## src/logic/breakout_macros.svh

```systemverilog
`ifndef BREAKOUT_MACROS_SVH
`define BREAKOUT_MACROS_SVH

// coordinate widths cover a 640 by 480 screen
`define X_W 10
`define Y_W 9
`define COLOUR_W 3

// the wall is 3 rows of 4 bricks
`define NUM_BRICKS 12
`define BRICK_COLS 4
`define BRICK_W 120
`define BRICK_H 40
`define BRICK_PITCH_X 140
`define BRICK_PITCH_Y 60
`define BRICK_ORIGIN_X 20
`define BRICK_ORIGIN_Y 20

// the paddle only moves along x, its row is fixed
`define PADDLE_W 80
`define PADDLE_H 20
`define PADDLE_Y 440
`define BALL_SIZE 30

// positions loaded by reset
`define PADDLE_START_X 280
`define BALL_START_X 305
`define BALL_START_Y 300

`define COLOUR_BRICK 3'b111
`define COLOUR_PADDLE 3'b111
`define COLOUR_BALL 3'b100
`define COLOUR_BLANK 3'b000

`endif

```

## src/logic/breakoutPkg.sv

```systemverilog
`default_nettype none

package breakoutPkg;

    // draw commands accepted on the command port
    typedef enum logic [3:0] {
        OP_POPULATE     = 4'd0,
        OP_DRAW_BRICK   = 4'd1,
        OP_REMOVE_BRICK = 4'd2,
        OP_MOVE_PADDLE  = 4'd3,
        OP_MOVE_BALL    = 4'd4,
        OP_ERASE_PADDLE = 4'd5,
        OP_DRAW_PADDLE  = 4'd6,
        OP_ERASE_BALL   = 4'd7,
        OP_DRAW_BALL    = 4'd8
    } drawOp_t;

    // the rasterizer is either waiting for a job or walking one
    typedef enum logic {
        RS_IDLE = 1'b0,
        RS_RUN  = 1'b1
    } rasterState_t;

endpackage

`default_nettype wire

```

## src/logic/breakoutDatapath.sv

```systemverilog
`timescale 1ns/10ps
`default_nettype none

`include "breakout_macros.svh"

module breakoutDatapath
(
    input  logic                 clk,
    input  logic                 ld_reset,
    input  logic                 cmdValid,
    output logic                 cmdReady,
    input  breakoutPkg::drawOp_t cmdOp,
    input  logic [3:0]           cmdBrick,
    input  logic [`X_W-1:0]      cmdPosX,
    input  logic [`Y_W-1:0]      cmdPosY,
    output logic                 pixValid,
    output logic [`X_W-1:0]      pixX,
    output logic [`Y_W-1:0]      pixY,
    output logic [`COLOUR_W-1:0] pixColour,
    input  logic                 pixReady
);

    logic [3:0]             brickIndex;
    logic [`NUM_BRICKS-1:0] brickAlive;
    logic [`X_W-1:0]        brickOriginX;
    logic [`Y_W-1:0]        brickOriginY;
    logic                   populateAll;
    logic                   removeBrick;
    logic                   movePaddle;
    logic                   moveBall;
    logic [`X_W-1:0]        newX;
    logic [`Y_W-1:0]        newY;
    logic [`X_W-1:0]        paddleX;
    logic [`X_W-1:0]        oldPaddleX;
    logic [`X_W-1:0]        ballX;
    logic [`Y_W-1:0]        ballY;
    logic [`X_W-1:0]        oldBallX;
    logic [`Y_W-1:0]        oldBallY;
    logic                   jobValid;
    logic [`X_W-1:0]        jobX;
    logic [`Y_W-1:0]        jobY;
    logic [`X_W-1:0]        jobW;
    logic [`Y_W-1:0]        jobH;
    logic [`COLOUR_W-1:0]   jobColour;
    logic                   jobDone;

    brickTable brickTableInst (.*);

    objectTracker objectTrackerInst (.*);

    // decodes commands into strobes and rectangle jobs
    drawSequencer drawSequencerInst (.*);

    rectRasterizer rectRasterizerInst (.*);

endmodule

`default_nettype wire

```

## src/logic/brickTable.sv

```systemverilog
`timescale 1ns/10ps
`default_nettype none

`include "breakout_macros.svh"

module brickTable
(
    input  logic                   clk,
    input  logic                   ld_reset,
    input  logic                   populateAll,
    input  logic                   removeBrick,
    input  logic [3:0]             brickIndex,
    output logic [`NUM_BRICKS-1:0] brickAlive,
    output logic [`X_W-1:0]        brickOriginX,
    output logic [`Y_W-1:0]        brickOriginY
);

    logic [3:0] colIdx;
    logic [3:0] rowIdx;
    logic       indexValid;

    assign indexValid = (brickIndex < 4'(`NUM_BRICKS));

    // brick n sits in column n mod 4 and row n div 4
    assign colIdx = brickIndex % 4'(`BRICK_COLS);
    assign rowIdx = brickIndex / 4'(`BRICK_COLS);

    assign brickOriginX = `X_W'(`BRICK_ORIGIN_X)
                        + `X_W'(colIdx) * `X_W'(`BRICK_PITCH_X);
    assign brickOriginY = `Y_W'(`BRICK_ORIGIN_Y)
                        + `Y_W'(rowIdx) * `Y_W'(`BRICK_PITCH_Y);

    always_ff @(posedge clk)
    begin
        if (ld_reset)
        begin
            brickAlive <= '0;
        end
        else if (populateAll)
        begin
            brickAlive <= '1;
        end
        else if (removeBrick && indexValid)
        begin
            // an index past the wall has no bit to clear
            brickAlive[brickIndex] <= 1'b0;
        end
    end

endmodule

`default_nettype wire

```

## src/logic/drawSequencer.sv

```systemverilog
`timescale 1ns/10ps
`default_nettype none

`include "breakout_macros.svh"

module drawSequencer
(
    input  logic                   clk,
    input  logic                   ld_reset,
    input  logic                   cmdValid,
    output logic                   cmdReady,
    input  breakoutPkg::drawOp_t   cmdOp,
    input  logic [3:0]             cmdBrick,
    input  logic [`X_W-1:0]        cmdPosX,
    input  logic [`Y_W-1:0]        cmdPosY,
    output logic [3:0]             brickIndex,
    input  logic [`NUM_BRICKS-1:0] brickAlive,
    input  logic [`X_W-1:0]        brickOriginX,
    input  logic [`Y_W-1:0]        brickOriginY,
    output logic                   populateAll,
    output logic                   removeBrick,
    output logic                   movePaddle,
    output logic                   moveBall,
    output logic [`X_W-1:0]        newX,
    output logic [`Y_W-1:0]        newY,
    input  logic [`X_W-1:0]        paddleX,
    input  logic [`X_W-1:0]        oldPaddleX,
    input  logic [`X_W-1:0]        ballX,
    input  logic [`Y_W-1:0]        ballY,
    input  logic [`X_W-1:0]        oldBallX,
    input  logic [`Y_W-1:0]        oldBallY,
    output logic                   jobValid,
    output logic [`X_W-1:0]        jobX,
    output logic [`Y_W-1:0]        jobY,
    output logic [`X_W-1:0]        jobW,
    output logic [`Y_W-1:0]        jobH,
    output logic [`COLOUR_W-1:0]   jobColour,
    input  logic                   jobDone
);

    logic accept;
    logic brickLive;
    logic busy;

    assign accept     = cmdValid && cmdReady;
    assign cmdReady   = !busy;
    assign brickIndex = cmdBrick;
    assign newX       = cmdPosX;
    assign newY       = cmdPosY;

    // out-of-range indices count as dead bricks
    assign brickLive = (cmdBrick < 4'(`NUM_BRICKS)) && brickAlive[cmdBrick];

    // the job is handed over in the accept cycle so the first pixel follows one cycle later
    always_comb
    begin
        populateAll = 1'b0;
        removeBrick = 1'b0;
        movePaddle  = 1'b0;
        moveBall    = 1'b0;
        jobValid    = 1'b0;
        jobX        = '0;
        jobY        = '0;
        jobW        = '0;
        jobH        = '0;
        jobColour   = `COLOUR_BLANK;
        case (cmdOp)
            breakoutPkg::OP_POPULATE:
            begin
                populateAll = accept;
            end
            breakoutPkg::OP_DRAW_BRICK, breakoutPkg::OP_REMOVE_BRICK:
            begin
                // a removal clears the bit and paints the same rectangle black
                removeBrick = accept && brickLive && (cmdOp == breakoutPkg::OP_REMOVE_BRICK);
                jobValid    = accept && brickLive;
                jobX        = brickOriginX;
                jobY        = brickOriginY;
                jobW        = `X_W'(`BRICK_W);
                jobH        = `Y_W'(`BRICK_H);
                jobColour   = (cmdOp == breakoutPkg::OP_DRAW_BRICK) ? `COLOUR_BRICK
                                                                   : `COLOUR_BLANK;
            end
            breakoutPkg::OP_MOVE_PADDLE:
            begin
                movePaddle = accept;
            end
            breakoutPkg::OP_MOVE_BALL:
            begin
                moveBall = accept;
            end
            breakoutPkg::OP_ERASE_PADDLE, breakoutPkg::OP_DRAW_PADDLE:
            begin
                jobValid  = accept;
                jobY      = `Y_W'(`PADDLE_Y);
                jobW      = `X_W'(`PADDLE_W);
                jobH      = `Y_W'(`PADDLE_H);
                if (cmdOp == breakoutPkg::OP_DRAW_PADDLE)
                begin
                    jobX      = paddleX;
                    jobColour = `COLOUR_PADDLE;
                end
                else
                begin
                    jobX = oldPaddleX;
                end
            end
            breakoutPkg::OP_ERASE_BALL, breakoutPkg::OP_DRAW_BALL:
            begin
                jobValid = accept;
                jobW     = `X_W'(`BALL_SIZE);
                jobH     = `Y_W'(`BALL_SIZE);
                if (cmdOp == breakoutPkg::OP_DRAW_BALL)
                begin
                    jobX      = ballX;
                    jobY      = ballY;
                    jobColour = `COLOUR_BALL;
                end
                else
                begin
                    jobX = oldBallX;
                    jobY = oldBallY;
                end
            end
            default:
            begin
                // unknown opcodes are accepted and dropped
                jobValid = 1'b0;
            end
        endcase
    end

    // one rectangle in flight at a time, released by the rasterizer's done pulse
    always_ff @(posedge clk)
    begin
        if (ld_reset)
        begin
            busy <= 1'b0;
        end
        else if (jobValid)
        begin
            busy <= 1'b1;
        end
        else if (jobDone)
        begin
            busy <= 1'b0;
        end
    end

endmodule

`default_nettype wire

```

## src/logic/objectTracker.sv

```systemverilog
`timescale 1ns/10ps
`default_nettype none

`include "breakout_macros.svh"

module objectTracker
(
    input  logic            clk,
    input  logic            ld_reset,
    input  logic            movePaddle,
    input  logic            moveBall,
    input  logic [`X_W-1:0] newX,
    input  logic [`Y_W-1:0] newY,
    output logic [`X_W-1:0] paddleX,
    output logic [`X_W-1:0] oldPaddleX,
    output logic [`X_W-1:0] ballX,
    output logic [`X_W-1:0] oldBallX,
    output logic [`Y_W-1:0] ballY,
    output logic [`Y_W-1:0] oldBallY
);

    // the previous position is what the next erase has to cover
    always_ff @(posedge clk)
    begin
        if (ld_reset)
        begin
            paddleX    <= `X_W'(`PADDLE_START_X);
            oldPaddleX <= `X_W'(`PADDLE_START_X);
        end
        else if (movePaddle)
        begin
            oldPaddleX <= paddleX;
            paddleX    <= newX;
        end
    end

    // the ball moves in both axes, so both halves shift together
    always_ff @(posedge clk)
    begin
        if (ld_reset)
        begin
            ballX    <= `X_W'(`BALL_START_X);
            ballY    <= `Y_W'(`BALL_START_Y);
            oldBallX <= `X_W'(`BALL_START_X);
            oldBallY <= `Y_W'(`BALL_START_Y);
        end
        else if (moveBall)
        begin
            oldBallX <= ballX;
            oldBallY <= ballY;
            ballX    <= newX;
            ballY    <= newY;
        end
    end

endmodule

`default_nettype wire

```

## src/logic/rectRasterizer.sv

```systemverilog
`timescale 1ns/10ps
`default_nettype none

`include "breakout_macros.svh"

module rectRasterizer
(
    input  logic                 clk,
    input  logic                 ld_reset,
    input  logic                 jobValid,
    input  logic [`X_W-1:0]      jobX,
    input  logic [`Y_W-1:0]      jobY,
    input  logic [`X_W-1:0]      jobW,
    input  logic [`Y_W-1:0]      jobH,
    input  logic [`COLOUR_W-1:0] jobColour,
    output logic                 jobDone,
    output logic                 pixValid,
    output logic [`X_W-1:0]      pixX,
    output logic [`Y_W-1:0]      pixY,
    output logic [`COLOUR_W-1:0] pixColour,
    input  logic                 pixReady
);

    breakoutPkg::rasterState_t state;

    logic [`X_W-1:0]      originX;
    logic [`Y_W-1:0]      originY;
    logic [`X_W-1:0]      widthReg;
    logic [`Y_W-1:0]      heightReg;
    logic [`COLOUR_W-1:0] colourReg;
    logic [`X_W-1:0]      colCnt;
    logic [`Y_W-1:0]      rowCnt;
    logic                 pixFire;
    logic                 lastCol;
    logic                 lastRow;

    // outputs come straight from the latched job, so they hold while stalled
    assign pixValid  = (state == breakoutPkg::RS_RUN);
    assign pixX      = originX + colCnt;
    assign pixY      = originY + rowCnt;
    assign pixColour = colourReg;

    assign pixFire = pixValid && pixReady;
    assign lastCol = (colCnt == widthReg - `X_W'(1));
    assign lastRow = (rowCnt == heightReg - `Y_W'(1));

    always_ff @(posedge clk)
    begin
        if (ld_reset)
        begin
            state   <= breakoutPkg::RS_IDLE;
            jobDone <= 1'b0;
        end
        else
        begin
            jobDone <= 1'b0;
            if (state == breakoutPkg::RS_IDLE && jobValid)
            begin
                state <= breakoutPkg::RS_RUN;
            end
            else if (pixFire && lastCol && lastRow)
            begin
                state   <= breakoutPkg::RS_IDLE;
                jobDone <= 1'b1;
            end
        end
    end

    // job registers and the x-fastest scan counters
    always_ff @(posedge clk)
    begin
        if (state == breakoutPkg::RS_IDLE && jobValid)
        begin
            originX   <= jobX;
            originY   <= jobY;
            widthReg  <= jobW;
            heightReg <= jobH;
            colourReg <= jobColour;
            colCnt    <= '0;
            rowCnt    <= '0;
        end
        else if (pixFire)
        begin
            if (lastCol)
            begin
                colCnt <= '0;
                rowCnt <= rowCnt + `Y_W'(1);
            end
            else
            begin
                colCnt <= colCnt + `X_W'(1);
            end
        end
    end

endmodule

`default_nettype wire

```

## config.mk

```make
export PLATFORM = sky130hd
export DESIGN_NAME = breakoutDatapath
export DESIGN_NICKNAME = d
export VERILOG_FILES = /design/src/logic/breakoutPkg.sv /design/src/logic/breakoutDatapath.sv /design/src/logic/brickTable.sv /design/src/logic/drawSequencer.sv /design/src/logic/objectTracker.sv /design/src/logic/rectRasterizer.sv
export VERILOG_INCLUDE_DIRS = /design/src /design/src/logic
export SDC_FILE = /design/constraint.sdc
export NUM_CORES = 1
export LEC_CHECK = 0
export CELL_PAD_IN_SITES_DETAIL_PLACEMENT = 1
export CELL_PAD_IN_SITES_GLOBAL_PLACEMENT = 2
export CORE_AREA = 2 2 97 193
export DETAILED_ROUTE_END_ITERATION = 8
export DIE_AREA = 0 0 99 195
export DONT_BUFFER_PORTS = 1
export PLACE_DENSITY_LB_ADDON = 0.05
export SLEW_MARGIN = 20
export SYNTH_ARGS = -nofsm -noshare
export SYNTH_HDL_FRONTEND = slang
export SYNTH_SLANG_ARGS = --single-unit
export TNS_END_PERCENT = 100
```

## constraint.sdc

```tcl
create_clock -name clk -period 2.9 [get_ports clk]
set_input_delay 0 -clock clk [delete_from_list [all_inputs] [get_ports clk]]
set_output_delay 0 -clock clk [all_outputs]
set_load 0.005 [all_outputs]
```

==> results.py <==
metrics = {
    "placement": {
        "io_buffers": 0,
        "hpwl_mm": 13.3,
        "dpl_cell_area_um2": 6570,
        "gp_congestion": 0.801,
    },
    "timing": {
        "finClkSkew_ps": 9.12,
        "fin_hold_ws_ps": 20.6,
        "setup_viol": 0,
        "rsz0062_at_grt": "no",
        "worst_pin_slew_ps": 735,
        "fmax_mhz": 357,
        "final_max_slew_viol_count": 0,
        "min_period_over_period_pct": 96.7,
        "relSlewSlack_pct": 50.8,
        "finalHoldViolCount": 0,
        "min_period_ps": 2800,
    },
    "global_route": {
        "busiest_layer": "met2",
        "gr-total-overflow": 0,
        "use_met1_pct": 20.8,
        "grt_pass1_vias": 5639,
        "track_usage_pct": 19.8,
        "grt_use_met2_pct": 37.1,
        "grt_use_met3_pct": 3.79,
        "grt_start_max_net_pins": 74,
        "grt_pass1_wl_mm": 29.9,
        "antenna_found_initial": 0,
    },
    "min_path": {
        "min_path_type": "in2reg",
        "worstHoldPathCells": 3,
        "whs_endpoint": "rectRasterizerInst.originX[3]$_DFFE_PP_",
        "min_from": "cmdBrick[0]",
    },
    "critical_path": {
        "slowest_delay_ps": 560,
        "worst-setup-path-type": "reg2reg",
        "critPathMaxFanout": 7,
        "cp-end-kind": "flop",
        "r2r_setup_slack_ps": 100,
        "cp_data_required_time_ps": 3260,
        "cp.arrival_ps": 3160,
        "crit_family": "simple AND/OR/NAND/NOR gates",
        "rr_worst_depth": 8,
        "path_cells": "inv_2 -> ha_1 -> nor3b_4 -> mux2_4 -> o311a_4 -> or4_4 -> or4_1 -> nand2_1",
        "slowest_stage": "or4_4",
        "cp-startpoint": "rectRasterizerInst.heightReg[1]$_DFFE_PP_",
        "timing.rr.start": "rectRasterizerInst.heightReg[1]$_DFFE_PP_",
        "r2r_end": "rectRasterizerInst.rowCnt[8]$_SDFFE_PP0P_",
        "cp-start-kind": "flop",
        "cp_num_buf_inv": 1,
    },
    "pwr": {
        "power_density_nw_per_um2": 582,
        "pwr-share-seq_pct": 40.3,
        "clockPowerShare_pct": 51.3,
        "pwr-share-comb_pct": 8.3,
        "switching_share_pct": 22.8,
        "p_leak_nw": 2.89,
        "p_sw_mw": 1.01,
        "intPower_mw": 3.41,
        "peakVddDrop_mv": 0.390,
        "power_mw": 4.42,
    },
    "synthesis": {
        "ys_top_cells_by_area": "dfxtp_1, edfxtp_1, nand2_1",
        "netlist_area_um2": 6310,
        "ys_seq_area_share_pct": 42.1,
        "ys_async_sr_fraction_pct": 0,
        "synth_seq_cells": 119,
        "synth_edf_count": 27,
        "synth_nets": 782,
        "syn_inst": 713,
        "yosysTopAreaCellShare_pct": 29.2,
        "yosys.area.top_type": "dfxtp_1",
        "ys_types": 62,
        "avgSynthCellArea_um2": 8.85,
        "synth_ff_type": "dfxtp_1",
        "yosys_warnings": 0,
    },
    "final_layout": {
        "layout_commonest_cell": "nand2_1",
        "synthToLayoutAreaGrowth_pct": 20.3,
        "final_area_um2": 7590,
        "final_cell_mix": "nand2_1, dfxtp_1, a21oi_1",
        "layout.nets": 815,
        "diodes": 0,
        "drive_gt1_share_pct": 9.88,
    },
    "clock_network": {
        "cts_tree": "built",
        "clk_pin_slew_worst_paths_ps": 60,
        "cts_buffers": 17,
        "cts_max_path_buffers": 2,
        "cts-htree-levels": 4,
        "clock_latency_ps": 410,
        "cts_root_buf": "clkbuf_16",
        "cts.sinks": 119,
    },
    "floorplanning": {
        "core-area_um2": 17700,
        "die_x_um": 99,
        "initial_core_util_pct": 35.6,
        "fp-row-count": 69,
        "die-height_um": 195,
        "pin_count": 55,
        "dieArea_um2": 19300,
    },
    "routing": {
        "vias_per_cell": 5.37,
        "num_vias": 5222,
        "drt_iter0_drc": 166,
        "drc": 0,
        "postRouteAntennaNets": 0,
        "routed_wl_mm": 18.3,
        "drt_pass1_iterations": 4,
        "wire_per_inst_um": 18.8,
    },
    "status": {
        "status": "finished, final reports clean",
    },
    "job": {
        "drv_cap": 0,
    },
}
synth_stat cells, types with 4 or more instances:
master	count
o21ai_0	23
a22oi_1	11
ha_1	36
a211oi_1	14
and2_1	5
nand3b_1	25
edfxtp_1	27
o221ai_1	4
nor2b_1	11
and3_1	4
nor3_1	5
nand3_1	8
nor4_1	10
nor2_1	45
inv_1	26
mux2i_1	12
or4_1	7
nand2_1	141
or2_2	6
dfxtp_1	92
xnor2_1	29
xor2_1	11
nand4_1	8
a21oi_1	53
or3_1	6
nand2b_1	8
clkbuf_1	34
flip-flops by register name, summed over array words and instances, names as in the netlist:
name	count
rectRasterizerInst.widthReg	3
objectTrackerInst.oldPaddleX	10
rectRasterizerInst.originX	10
rectRasterizerInst.originY	9
rectRasterizerInst.pixValid	1
objectTrackerInst.ballX	10
objectTrackerInst.ballY	9
brickTableInst.brickAlive	12
rectRasterizerInst.heightReg	3
rectRasterizerInst.jobDone	1
rectRasterizerInst.colCnt	10
objectTrackerInst.oldBallY	9
objectTrackerInst.paddleX	10
rectRasterizerInst.pixColour	2
rectRasterizerInst.rowCnt	9
drawSequencerInst.busy	1
objectTrackerInst.oldBallX	10
area by class of cell:
cell class	instances	area [um^2]
Multi-Input combinational cell	529	3430
Fill cell	2041	10100
Sequential cell	119	2650
Clock inverter	12	173
Inverter	26	97.6
Timing Repair Buffer	53	500
Tap cell	213	267
Clock buffer	20	468
cell families after synthesis:
kind of cell	Yosys count	synth area share, %
simple gates	303	23.8
compound gates	131	13.3
flops	119	42.1
buf+inv	65	4.13
xor+xnor	40	5.55
fa+ha+maj	38	7.78
mux	17	3.39
per-layer routing:
layer,part of all wire [%],vias up
met2,57,80
met5,0,-
met1,38,2556
met3,2.8,23
li1,-,2563
met4,2.3,0
power groups by stage:
stage          Clock [mW]  Combinational (mW)  Sequential, mW
2_1_floorplan           0               0.246            1.80
3_3_place_gp            0               0.304            1.81
3_5_place_dp            0               0.313            1.82
4_1_cts              2.33               0.377            1.78
5_1_grt              2.39               0.413            1.79
6_report             2.27               0.369            1.78
timing repair:
| item | in CTS | in global routing |
|---|---|---|
| buffers inserted | 1 | 1 |
| cloned | 0 | 0 |
| resized for setup | 1 | 2 |
| setup endpoints to repair | 1 | 3 |
| hold buffers | 34 | 0 |
| endpoints found under the hold margin | 85 | 0 |
metrics by stage:
stage,util [%],instances,TNS (ps),setup slack [ps]
finish,42.9,972,0,95.6
global route,42.9,972,0,32.5
CTS,42.8,971,0,62.5
detailed placement,37.1,904,-61.2,-61.2
global placement,37.1,904,0,91.1
floorplan,-,713,0,94.9
tightest hold or removal path, cell delays in order:
cell and delay [ps]:
xor2_1 120, a222oi_1 90, o21ai_0 100
worst max-delay path by stage:
stage	to	cells after the start
2_1_floorplan	rectRasterizerInst.rowCnt[8]$_SDFFE_PP0P_	9
3_3_place_gp	rectRasterizerInst.rowCnt[8]$_SDFFE_PP0P_	8
3_5_place_dp	rectRasterizerInst.rowCnt[8]$_SDFFE_PP0P_	8
4_1_cts	rectRasterizerInst.rowCnt[8]$_SDFFE_PP0P_	8
5_1_grt	rectRasterizerInst.rowCnt[8]$_SDFFE_PP0P_	8
6_report	rectRasterizerInst.rowCnt[8]$_SDFFE_PP0P_	8
(Power assumes the default switching activity.)
